==> config.mk <==
export PLATFORM = sky130hd
export DESIGN_NAME = misc_branch
export DESIGN_NICKNAME = d
export VERILOG_FILES = /design/src/logic/misc_pkg.sv /design/src/logic/misc_branch.sv /design/src/logic/misc_result_stage.sv /design/src/logic/misc_shift_clamp_stage.sv /design/src/logic/misc_operand_stage.sv
export VERILOG_INCLUDE_DIRS = /design/src /design/src/include
export SDC_FILE = /design/constraint.sdc
export NUM_CORES = 1
export LEC_CHECK = 0
export BUFFER_PORTS_ARGS = -buffer_cell sky130_fd_sc_hd__buf_2
export CAP_MARGIN = 30
export CORE_UTILIZATION = 50
export DETAILED_ROUTE_END_ITERATION = 16
export GPL_TIMING_DRIVEN = 1
export PLACE_DENSITY = 0.69
export SETUP_SLACK_MARGIN = 0.2
export SLEW_MARGIN = 5
export SYNTH_ARGS = -nofsm -noshare
export SYNTH_HDL_FRONTEND = slang
export SYNTH_SLANG_ARGS = --single-unit
==> constraint.sdc <==
create_clock -name clk -period 3.3 [get_ports clk]
set_input_delay 0.33 -clock clk [delete_from_list [all_inputs] [get_ports clk]]
set_output_delay 0.33 -clock clk [all_outputs]
set_load 0.05 [all_outputs]
==> src/include/misc_cfg.svh <==
`ifndef MISC_CFG_SVH
`define MISC_CFG_SVH

// operand width of the signed data path.
`define MISC_DATA_WIDTH 16

// headroom above the upper and lower halves.
`define MISC_GUARD_BITS 8

// accumulator and result width.
`define MISC_FULL_WIDTH (2 * `MISC_DATA_WIDTH + `MISC_GUARD_BITS)

// accumulator move drops the fractional bits.
`define MISC_ACC_SHIFT (`MISC_DATA_WIDTH - 1)

// shift amounts 0 to 15.
`define MISC_SHIFT_WIDTH 4

`define MISC_DEST_WIDTH 4

`endif
==> src/logic/misc_pkg.sv <==
`default_nettype none

`include "misc_cfg.svh"

package misc_pkg;

	typedef enum logic [3:0] {
		op_lsh      = 4'd0,
		op_rsh      = 4'd1,
		op_abs      = 4'd2,
		op_min      = 4'd3,
		op_max      = 4'd4,
		op_clamp    = 4'd5,
		op_mov_acc  = 4'd6,
		op_mov_uacc = 4'd7,
		op_mov_lacc = 4'd8
	} misc_op_e;

	// field view of the accumulator, msb first.
	typedef struct packed {
		logic signed [`MISC_GUARD_BITS-1:0] guard;
		logic signed [`MISC_DATA_WIDTH-1:0] upper;
		logic signed [`MISC_DATA_WIDTH-1:0] lower;
	} acc_fields_s;

	// whole word for the shifted move, fields for the half moves.
	typedef union packed {
		logic signed [`MISC_FULL_WIDTH-1:0] word;
		acc_fields_s fields;
	} acc_word_u;

endpackage

`default_nettype wire

==> src/logic/misc_branch.sv <==
`timescale 1ns/1ps
`default_nettype none

`include "misc_cfg.svh"

module misc_branch (
	input  logic clk,
	input  logic reset,
	input  logic in_valid,
	output logic in_ready,
	input  misc_pkg::misc_op_e op,
	input  logic signed [`MISC_DATA_WIDTH-1:0] arg_a,
	input  logic signed [`MISC_DATA_WIDTH-1:0] arg_b,
	input  logic signed [`MISC_DATA_WIDTH-1:0] arg_c,
	input  misc_pkg::acc_word_u accumulator,
	input  logic [`MISC_SHIFT_WIDTH-1:0] shift,
	input  logic [`MISC_DEST_WIDTH-1:0] dest,
	output logic out_valid,
	input  logic out_ready,
	output logic signed [`MISC_FULL_WIDTH-1:0] result,
	output logic [`MISC_DEST_WIDTH-1:0] dest_out
);
	import misc_pkg::*;

	// operand stage to shift and clamp stage.
	logic s1_valid;
	logic s2_ready;
	misc_op_e s1_op;
	logic signed [`MISC_DATA_WIDTH-1:0] s1_abs;
	logic signed [`MISC_DATA_WIDTH-1:0] s1_min;
	logic signed [`MISC_DATA_WIDTH-1:0] s1_max;
	logic signed [`MISC_DATA_WIDTH-1:0] s1_lsh;
	logic signed [`MISC_DATA_WIDTH-1:0] s1_rsh;
	logic signed [`MISC_DATA_WIDTH-1:0] s1_lo;
	logic signed [`MISC_DATA_WIDTH-1:0] s1_hi;
	logic signed [`MISC_DATA_WIDTH-1:0] s1_arg;
	logic signed [`MISC_FULL_WIDTH-1:0] s1_acc;
	logic signed [`MISC_DATA_WIDTH-1:0] s1_upper;
	logic signed [`MISC_DATA_WIDTH-1:0] s1_lower;
	logic [1:0] s1_fine;
	logic [`MISC_DEST_WIDTH-1:0] s1_dest;

	// shift and clamp stage to result stage.
	logic s2_valid;
	logic s3_ready;
	misc_op_e s2_op;
	logic signed [`MISC_DATA_WIDTH-1:0] s2_lsh;
	logic signed [`MISC_DATA_WIDTH-1:0] s2_rsh;
	logic signed [`MISC_DATA_WIDTH-1:0] s2_clamp;
	logic signed [`MISC_DATA_WIDTH-1:0] s2_abs;
	logic signed [`MISC_DATA_WIDTH-1:0] s2_min;
	logic signed [`MISC_DATA_WIDTH-1:0] s2_max;
	logic signed [`MISC_FULL_WIDTH-1:0] s2_acc;
	logic signed [`MISC_DATA_WIDTH-1:0] s2_upper;
	logic signed [`MISC_DATA_WIDTH-1:0] s2_lower;
	logic [`MISC_DEST_WIDTH-1:0] s2_dest;

	misc_operand_stage operand_stage_inst (
		.clk(clk), .reset(reset),
		.in_valid(in_valid), .in_ready(in_ready),
		.op(op), .arg_a(arg_a), .arg_b(arg_b), .arg_c(arg_c),
		.accumulator(accumulator), .shift(shift), .dest(dest),
		.out_valid(s1_valid), .out_ready(s2_ready),
		.op_out(s1_op), .abs_val(s1_abs), .min_val(s1_min), .max_val(s1_max),
		.lsh_part(s1_lsh), .rsh_part(s1_rsh),
		.clamp_lo(s1_lo), .clamp_hi(s1_hi), .clamp_arg(s1_arg),
		.acc_moved(s1_acc), .acc_upper(s1_upper), .acc_lower(s1_lower),
		.shift_fine(s1_fine), .dest_out(s1_dest)
	);

	misc_shift_clamp_stage shift_clamp_stage_inst (
		.clk(clk), .reset(reset),
		.in_valid(s1_valid), .in_ready(s2_ready),
		.op(s1_op), .abs_val(s1_abs), .min_val(s1_min), .max_val(s1_max),
		.lsh_part(s1_lsh), .rsh_part(s1_rsh),
		.clamp_lo(s1_lo), .clamp_hi(s1_hi), .clamp_arg(s1_arg),
		.acc_moved(s1_acc), .acc_upper(s1_upper), .acc_lower(s1_lower),
		.shift_fine(s1_fine), .dest(s1_dest),
		.out_valid(s2_valid), .out_ready(s3_ready),
		.op_out(s2_op), .lsh_val_out(s2_lsh), .rsh_val_out(s2_rsh),
		.clamp_val_out(s2_clamp), .abs_val_out(s2_abs),
		.min_val_out(s2_min), .max_val_out(s2_max),
		.acc_moved_out(s2_acc), .acc_upper_out(s2_upper), .acc_lower_out(s2_lower),
		.dest_out(s2_dest)
	);

	misc_result_stage result_stage_inst (
		.clk(clk), .reset(reset),
		.in_valid(s2_valid), .in_ready(s3_ready),
		.op(s2_op), .lsh_val(s2_lsh), .rsh_val(s2_rsh),
		.abs_val(s2_abs), .min_val(s2_min), .max_val(s2_max), .clamp_val(s2_clamp),
		.acc_moved(s2_acc), .acc_upper(s2_upper), .acc_lower(s2_lower),
		.dest(s2_dest),
		.out_valid(out_valid), .out_ready(out_ready),
		.result(result), .dest_out(dest_out)
	);

endmodule

`default_nettype wire

==> src/logic/misc_result_stage.sv <==
`timescale 1ns/1ps
`default_nettype none

`include "misc_cfg.svh"

module misc_result_stage (
	input  logic clk,
	input  logic reset,
	input  logic in_valid,
	output logic in_ready,
	input  misc_pkg::misc_op_e op,
	input  logic signed [`MISC_DATA_WIDTH-1:0] lsh_val,
	input  logic signed [`MISC_DATA_WIDTH-1:0] rsh_val,
	input  logic signed [`MISC_DATA_WIDTH-1:0] abs_val,
	input  logic signed [`MISC_DATA_WIDTH-1:0] min_val,
	input  logic signed [`MISC_DATA_WIDTH-1:0] max_val,
	input  logic signed [`MISC_DATA_WIDTH-1:0] clamp_val,
	input  logic signed [`MISC_FULL_WIDTH-1:0] acc_moved,
	input  logic signed [`MISC_DATA_WIDTH-1:0] acc_upper,
	input  logic signed [`MISC_DATA_WIDTH-1:0] acc_lower,
	input  logic [`MISC_DEST_WIDTH-1:0] dest,
	output logic out_valid,
	input  logic out_ready,
	output logic signed [`MISC_FULL_WIDTH-1:0] result,
	output logic [`MISC_DEST_WIDTH-1:0] dest_out
);
	import misc_pkg::*;

	logic take_in;
	logic signed [`MISC_FULL_WIDTH-1:0] selected;

	assign in_ready = ~out_valid | out_ready;
	assign take_in  = in_valid & in_ready;

	// 16-bit sources are signed, so each assignment sign-extends.
	always_comb begin
		case (op)
			op_lsh:      selected = lsh_val;
			op_rsh:      selected = rsh_val; // extended as a 16-bit value.
			op_abs:      selected = abs_val;
			op_min:      selected = min_val;
			op_max:      selected = max_val;
			op_clamp:    selected = clamp_val;
			op_mov_acc:  selected = acc_moved;
			op_mov_uacc: selected = acc_upper;
			op_mov_lacc: selected = acc_lower;
			default:     selected = '0;
		endcase
	end

	always_ff @(posedge clk) begin
		if (reset) begin
			out_valid <= 1'b0;
			result    <= '0;
			dest_out  <= '0;
		end else if (take_in) begin
			out_valid <= 1'b1;
			result    <= selected;
			dest_out  <= dest;
		end else if (out_ready) begin
			out_valid <= 1'b0;
		end
	end

	// the opcode travels two stages untouched.
	a_known_op: assert property (@(posedge clk) disable iff (reset)
		in_valid |-> op inside {op_lsh, op_rsh, op_abs, op_min, op_max, op_clamp,
			op_mov_acc, op_mov_uacc, op_mov_lacc});

endmodule

`default_nettype wire

==> src/logic/misc_shift_clamp_stage.sv <==
`timescale 1ns/1ps
`default_nettype none

`include "misc_cfg.svh"

module misc_shift_clamp_stage (
	input  logic clk,
	input  logic reset,
	input  logic in_valid,
	output logic in_ready,
	input  misc_pkg::misc_op_e op,
	input  logic signed [`MISC_DATA_WIDTH-1:0] abs_val,
	input  logic signed [`MISC_DATA_WIDTH-1:0] min_val,
	input  logic signed [`MISC_DATA_WIDTH-1:0] max_val,
	input  logic signed [`MISC_DATA_WIDTH-1:0] lsh_part,
	input  logic signed [`MISC_DATA_WIDTH-1:0] rsh_part,
	input  logic signed [`MISC_DATA_WIDTH-1:0] clamp_lo,
	input  logic signed [`MISC_DATA_WIDTH-1:0] clamp_hi,
	input  logic signed [`MISC_DATA_WIDTH-1:0] clamp_arg,
	input  logic signed [`MISC_FULL_WIDTH-1:0] acc_moved,
	input  logic signed [`MISC_DATA_WIDTH-1:0] acc_upper,
	input  logic signed [`MISC_DATA_WIDTH-1:0] acc_lower,
	input  logic [1:0] shift_fine,
	input  logic [`MISC_DEST_WIDTH-1:0] dest,
	output logic out_valid,
	input  logic out_ready,
	output misc_pkg::misc_op_e op_out,
	output logic signed [`MISC_DATA_WIDTH-1:0] lsh_val_out,
	output logic signed [`MISC_DATA_WIDTH-1:0] rsh_val_out,
	output logic signed [`MISC_DATA_WIDTH-1:0] clamp_val_out,
	output logic signed [`MISC_DATA_WIDTH-1:0] abs_val_out,
	output logic signed [`MISC_DATA_WIDTH-1:0] min_val_out,
	output logic signed [`MISC_DATA_WIDTH-1:0] max_val_out,
	output logic signed [`MISC_FULL_WIDTH-1:0] acc_moved_out,
	output logic signed [`MISC_DATA_WIDTH-1:0] acc_upper_out,
	output logic signed [`MISC_DATA_WIDTH-1:0] acc_lower_out,
	output logic [`MISC_DEST_WIDTH-1:0] dest_out
);
	import misc_pkg::*;

	logic take_in;
	logic [`MISC_DATA_WIDTH-1:0] lsh_2;
	logic [`MISC_DATA_WIDTH-1:0] lsh_1;
	logic [`MISC_DATA_WIDTH-1:0] rsh_2;
	logic [`MISC_DATA_WIDTH-1:0] rsh_1;
	logic signed [`MISC_DATA_WIDTH-1:0] clamped;

	assign in_ready = ~out_valid | out_ready;
	assign take_in  = in_valid & in_ready;

	assign lsh_2 = shift_fine[1] ? ($unsigned(lsh_part) << 2) : $unsigned(lsh_part);
	assign lsh_1 = shift_fine[0] ? (lsh_2 << 1) : lsh_2;
	assign rsh_2 = shift_fine[1] ? ($unsigned(rsh_part) >> 2) : $unsigned(rsh_part);
	assign rsh_1 = shift_fine[0] ? (rsh_2 >> 1) : rsh_2;

	assign clamped = (clamp_arg < clamp_lo) ? clamp_lo :
		(clamp_arg > clamp_hi) ? clamp_hi : clamp_arg;

	always_ff @(posedge clk) begin
		if (reset) begin
			out_valid     <= 1'b0;
			op_out        <= op_lsh;
			lsh_val_out   <= '0;
			rsh_val_out   <= '0;
			clamp_val_out <= '0;
			abs_val_out   <= '0;
			min_val_out   <= '0;
			max_val_out   <= '0;
			acc_moved_out <= '0;
			acc_upper_out <= '0;
			acc_lower_out <= '0;
			dest_out      <= '0;
		end else if (take_in) begin
			out_valid     <= 1'b1;
			op_out        <= op;
			lsh_val_out   <= lsh_1;
			rsh_val_out   <= rsh_1;
			clamp_val_out <= clamped;
			abs_val_out   <= abs_val;
			min_val_out   <= min_val;
			max_val_out   <= max_val;
			acc_moved_out <= acc_moved;
			acc_upper_out <= acc_upper;
			acc_lower_out <= acc_lower;
			dest_out      <= dest;
		end else if (out_ready) begin
			out_valid     <= 1'b0;
		end
	end

	// ordering is done upstream.
	a_bounds_ordered: assert property (@(posedge clk) disable iff (reset)
		in_valid |-> clamp_lo <= clamp_hi);

endmodule

`default_nettype wire

==> src/logic/misc_operand_stage.sv <==
`timescale 1ns/1ps
`default_nettype none

`include "misc_cfg.svh"

module misc_operand_stage (
	input  logic clk,
	input  logic reset,
	input  logic in_valid,
	output logic in_ready,
	input  misc_pkg::misc_op_e op,
	input  logic signed [`MISC_DATA_WIDTH-1:0] arg_a,
	input  logic signed [`MISC_DATA_WIDTH-1:0] arg_b,
	input  logic signed [`MISC_DATA_WIDTH-1:0] arg_c,
	input  misc_pkg::acc_word_u accumulator,
	input  logic [`MISC_SHIFT_WIDTH-1:0] shift,
	input  logic [`MISC_DEST_WIDTH-1:0] dest,
	output logic out_valid,
	input  logic out_ready,
	output misc_pkg::misc_op_e op_out,
	output logic signed [`MISC_DATA_WIDTH-1:0] abs_val,
	output logic signed [`MISC_DATA_WIDTH-1:0] min_val,
	output logic signed [`MISC_DATA_WIDTH-1:0] max_val,
	output logic signed [`MISC_DATA_WIDTH-1:0] lsh_part,
	output logic signed [`MISC_DATA_WIDTH-1:0] rsh_part,
	output logic signed [`MISC_DATA_WIDTH-1:0] clamp_lo,
	output logic signed [`MISC_DATA_WIDTH-1:0] clamp_hi,
	output logic signed [`MISC_DATA_WIDTH-1:0] clamp_arg,
	output logic signed [`MISC_FULL_WIDTH-1:0] acc_moved,
	output logic signed [`MISC_DATA_WIDTH-1:0] acc_upper,
	output logic signed [`MISC_DATA_WIDTH-1:0] acc_lower,
	output logic [1:0] shift_fine,
	output logic [`MISC_DEST_WIDTH-1:0] dest_out
);
	import misc_pkg::*;

	logic take_in;
	logic swap;
	logic [`MISC_DATA_WIDTH-1:0] lsh_8;
	logic [`MISC_DATA_WIDTH-1:0] lsh_4;
	logic [`MISC_DATA_WIDTH-1:0] rsh_8;
	logic [`MISC_DATA_WIDTH-1:0] rsh_4;

	assign in_ready = ~out_valid | out_ready;
	assign take_in  = in_valid & in_ready;

	assign swap = arg_c < arg_b; // bounds came in reversed.

	// coarse half of the shift, fine half in the next stage.
	assign lsh_8 = shift[3] ? ($unsigned(arg_a) << 8) : $unsigned(arg_a);
	assign lsh_4 = shift[2] ? (lsh_8 << 4) : lsh_8;
	assign rsh_8 = shift[3] ? ($unsigned(arg_a) >> 8) : $unsigned(arg_a);
	assign rsh_4 = shift[2] ? (rsh_8 >> 4) : rsh_8; // zero fill.

	always_ff @(posedge clk) begin
		if (reset) begin
			out_valid  <= 1'b0;
			op_out     <= op_lsh;
			abs_val    <= '0;
			min_val    <= '0;
			max_val    <= '0;
			lsh_part   <= '0;
			rsh_part   <= '0;
			clamp_lo   <= '0;
			clamp_hi   <= '0;
			clamp_arg  <= '0;
			acc_moved  <= '0;
			acc_upper  <= '0;
			acc_lower  <= '0;
			shift_fine <= '0;
			dest_out   <= '0;
		end else if (take_in) begin
			out_valid  <= 1'b1;
			op_out     <= op;
			abs_val    <= (arg_a < 0) ? -arg_a : arg_a; // -32768 stays as is.
			min_val    <= (arg_a < arg_b) ? arg_a : arg_b;
			max_val    <= (arg_a > arg_b) ? arg_a : arg_b;
			lsh_part   <= lsh_4;
			rsh_part   <= rsh_4;
			clamp_lo   <= swap ? arg_c : arg_b;
			clamp_hi   <= swap ? arg_b : arg_c;
			clamp_arg  <= arg_a;
			acc_moved  <= accumulator.word >>> `MISC_ACC_SHIFT;
			acc_upper  <= accumulator.fields.upper;
			acc_lower  <= accumulator.fields.lower;
			shift_fine <= shift[1:0];
			dest_out   <= dest;
		end else if (out_ready) begin
			out_valid  <= 1'b0;
		end
	end

	a_idle_after_reset: assert property (@(posedge clk) reset |=> !out_valid);

	// a stalled item must not change under the consumer.
	a_hold_stalled: assert property (@(posedge clk) disable iff (reset)
		out_valid && !out_ready |=> out_valid && $stable({op_out, abs_val, min_val,
			max_val, lsh_part, rsh_part, clamp_lo, clamp_hi, clamp_arg, acc_moved,
			acc_upper, acc_lower, shift_fine, dest_out}));

endmodule

`default_nettype wire

==> run summary <==
status = finished clean
predominant post-synthesis flop cell = dfxtp_1
Synth warnings = 0
Yosys cell types = 61
#FFs+latches synth = 353
area leader, netlist = dfxtp_1
r2r startpoint = operand_stage_inst.clamp_hi[14]
Clock Path Buffers = 3
CTS tree = built
CP Max Fanout = 16
largest family of logic cells by synthesized area = compound AO/OA/AOI/OAI gates
synthesized area = 17,900 um2
GR Layer Usage met2 = 50.5%
WP data required = 3.77 ns
nets = 2,459
final setup vio count = 0
crit-path cells = inv_1 -> ha_1 -> nand4_1 -> buf_4 -> a211oi_1 -> or3_1 -> a31oi_1 -> o21ai_1
pre-CTS WS = 0.416 ns
Compound-Gate Fraction of Synth Area = 24.5%
final wirelength = 59.1 mm
clk_skew = 0.0217 ns
IO buf count = 149
Post-synth top cells = nand2_1 (442), dfxtp_1 (353), a21oi_1 (343)
Antenna Nets Post-Route = 0
class of the worst hold path = input pin to flop
area share of the largest cell type after synthesis = 39.5%
post-synthesis sequential area ratio = 39.5%
Worst-Margin Slew = 0.976 ns
largest net degree at the start of global routing = 164
DRT iter0 DRCs = 1,733
CTS clk-pin slew, worst paths = 0.06 ns
Slew Viols, Final = 0
Num CTS Buffers = 39
flop2flop setup slack = 0.48 ns
gr ovfl total = 0
Buf/Inv on CP = 2
Layout area overhead = 12.9%
# rows = 68
gr usage total = 31.7%
RSZ-0062 raised after global routing = no
EDFF count, synth = 0
max-cap violations = 0
Setup crit end kind = flop
Avg Cell Area, Syn = 7.93 um2
Die W = 191 um
Tcrit/Tclk final = 85.6%
Final min period = 2.82 ns
Worst Slack Setup Final = 0.475 ns
worst reg2reg path depth = 8
post-synthesis mux area share = 4.75%
I/O Pins = 150
initial antenna violation count = 0
Leakage = 7.54 nW
Post-DP HPWL = 40.3 mm
highest clock rate = 354 MHz
Synth async-reset ratio = 0%
Skew-Pair Late Insertion Delay = 0.56 ns
final RePlAce weighted congestion = 0.923
GR Layer Usage met1 = 42.5%
share of layout cells above drive strength 1 = 13.9%
Syn Nets = 2,427
worst hold stages = 3
core area = 34,900 um2
R2R Path End = shift_clamp_stage_inst.clamp_val_out[2]
Inserted Diodes = 0
XOR/XNOR share of the synthesized area = 0.587%
Chip Height = 191 um
post-CTS sizing = 0
min-delay src = accumulator[17]
first-pass GRT wire length = 89.9 mm
main area contributors after synthesis = dfxtp_1 (39%), a21oi_1 (9.6%), nand2_1 (9.3%)
CP arrival = 3.29 ns
CTS Sinks = 353
Max IR drop VDD = 0.520 mV
Via density = 6.20
hold endpoint = operand_stage_inst.acc_upper[1]
endpoints failing hold = 0
adder-cell share of the synthesized area = 4.40%
Setup Crit Path Kind = flop to flop
Fin Setup TNS = 0 ns
met3 track demand over resource = 3.51%
H-tree levels = 2
die area = 36,600 um2
GRT busiest layer = met2
Worst path slowest cell = or3_1
post-synthesis instance total = 2,260
DR vias = 17,200
initial core utilization = 51.3%
crit start category = flop
TritonRoute pass-1 iters = 7
most frequent cell after synthesis = nand2_1
Avg WL per Cell = 21.3 um
Power Density = 525 nW/um2
CTS root buffer = clkbuf_16
max incr delay on CP = 0.57 ns
CP top delay family = simple AND/OR/NAND/NOR gates
relative max-transition margin = 34.9%
vias in the first global route = 15,800
# DRC = 0
simple-gate area share of the yosys netlist = 20.0%
sequential cells by signal, summed over array words and instances (netlist names), 15 cells and up:
signal and cells:
operand_stage_inst.abs_val 15, operand_stage_inst.acc_lower 15, operand_stage_inst.acc_upper 15, operand_stage_inst.clamp_arg 16
operand_stage_inst.clamp_hi 16, operand_stage_inst.clamp_lo 16, operand_stage_inst.lsh_part 16, operand_stage_inst.max_val 16
operand_stage_inst.min_val 16, operand_stage_inst.rsh_part 16, result_stage_inst.result 25, shift_clamp_stage_inst.abs_val_out 16
shift_clamp_stage_inst.acc_lower_out 15, shift_clamp_stage_inst.acc_upper_out 15, shift_clamp_stage_inst.clamp_val_out 16, shift_clamp_stage_inst.lsh_val_out 16
shift_clamp_stage_inst.max_val_out 16, shift_clamp_stage_inst.min_val_out 16, shift_clamp_stage_inst.rsh_val_out 16
through the flow:
step / hold slack (ns) / std cells / cell area [um2] / power [mW] / utilization (%)
3_3_place_gp: 0.436 / 2699 / 18800 / 6.20 / 54.0
6_report: 0.0111 / 2776 / 20200 / 10.6 / 58.0
2_1_floorplan: 0.431 / 2260 / 17900 / 5.71 / -
5_1_grt: 0.0127 / 2776 / 20200 / 11.0 / 58.0
3_5_place_dp: 0.443 / 2702 / 18900 / 6.24 / 54.1
4_1_cts: 0.00141 / 2774 / 20200 / 10.6 / 57.9
how the worst max path moves through the flow:
stage / startpoint / to / slack, ns / cells after the start
5_1_grt: operand_stage_inst.clamp_hi[14] / shift_clamp_stage_inst.clamp_val_out[2] / 0.39 / 8
3_5_place_dp: arg_a[14] / operand_stage_inst.min_val[5] / 0.42 / 8
6_report: operand_stage_inst.clamp_hi[14] / shift_clamp_stage_inst.clamp_val_out[2] / 0.48 / 8
3_3_place_gp: arg_b[15] / operand_stage_inst.min_val[0] / 0.47 / 9
4_1_cts: operand_stage_inst.clamp_hi[14] / shift_clamp_stage_inst.clamp_val_out[2] / 0.53 / 8
2_1_floorplan: result_stage_inst.out_valid / operand_stage_inst.min_val[12] / 0.74 / 8
power breakdown:
part           switching (mW)  leakage, nW  internal [mW]
logic                    1.01         4.01          0.529
registers               0.180         2.89           4.48
clock network            1.83        0.639           2.60
total                    3.01         7.54           7.61
worst register-to-register path, delay by kind of cell (launching register included):
kind | cells | cell delay (ns)
AOI/OAI and AO/OA | 3 | 0.65
adders and majority gates | 1 | 0.33
buffers and inverters | 2 | 0.43
DFF | 1 | 0.33
and+or+nand+nor | 2 | 1.01
cells by family (layout without fill, tap and decap cells):
| logic type | Yosys count | in the layout |
|---|---|---|
| buf+inv | 278 | 339 |
| compound gates | 696 | 696 |
| mux | 57 | 57 |
| fa+ha+maj | 63 | 63 |
| flops | 353 | 353 |
| xor+xnor | 12 | 12 |
| simple gates | 801 | 801 |
layer usage:
layer | vias up | routed length [um]
met5 | - | 0
met4 | 0 | 2730
met3 | 132 | 3800
met2 | 671 | 27000
met1 | 8246 | 25600
li1 | 8156 | -
area by class of cell:
cell class | count | area [um2]
flip-flops and latches | 353 | 7070
well taps | 455 | 569
clock inverters | 19 | 193
multi-input cells | 1629 | 9760
clock buffers | 51 | 1100
repair buffers | 213 | 1330
inverters | 56 | 210
fillers | 3260 | 14700
what timing repair did:
item	CTS	global route
setup buffers	0	0
hold buffers	2	0
endpoints found under the hold margin	2	0
cell usage in the layout, fill, tap and decap left out, drive strengths merged, types with 31 or more instances in the layout:
cell type | Yosys | layout
nand2 | 442 | 442
a2111oi | 45 | 45
mux2i | 31 | 31
buf | 59 | 211
dfxtp | 353 | 353
inv | 56 | 57
a211oi | 52 | 52
a21oi | 343 | 343
ha | 63 | 63
clkbuf | 163 | 51
o21ai | 52 | 52
nor2 | 162 | 162
or3 | 33 | 33
o31ai | 32 | 32
a22oi | 48 | 48
Note: power is estimated with default switching activity, not from simulation.
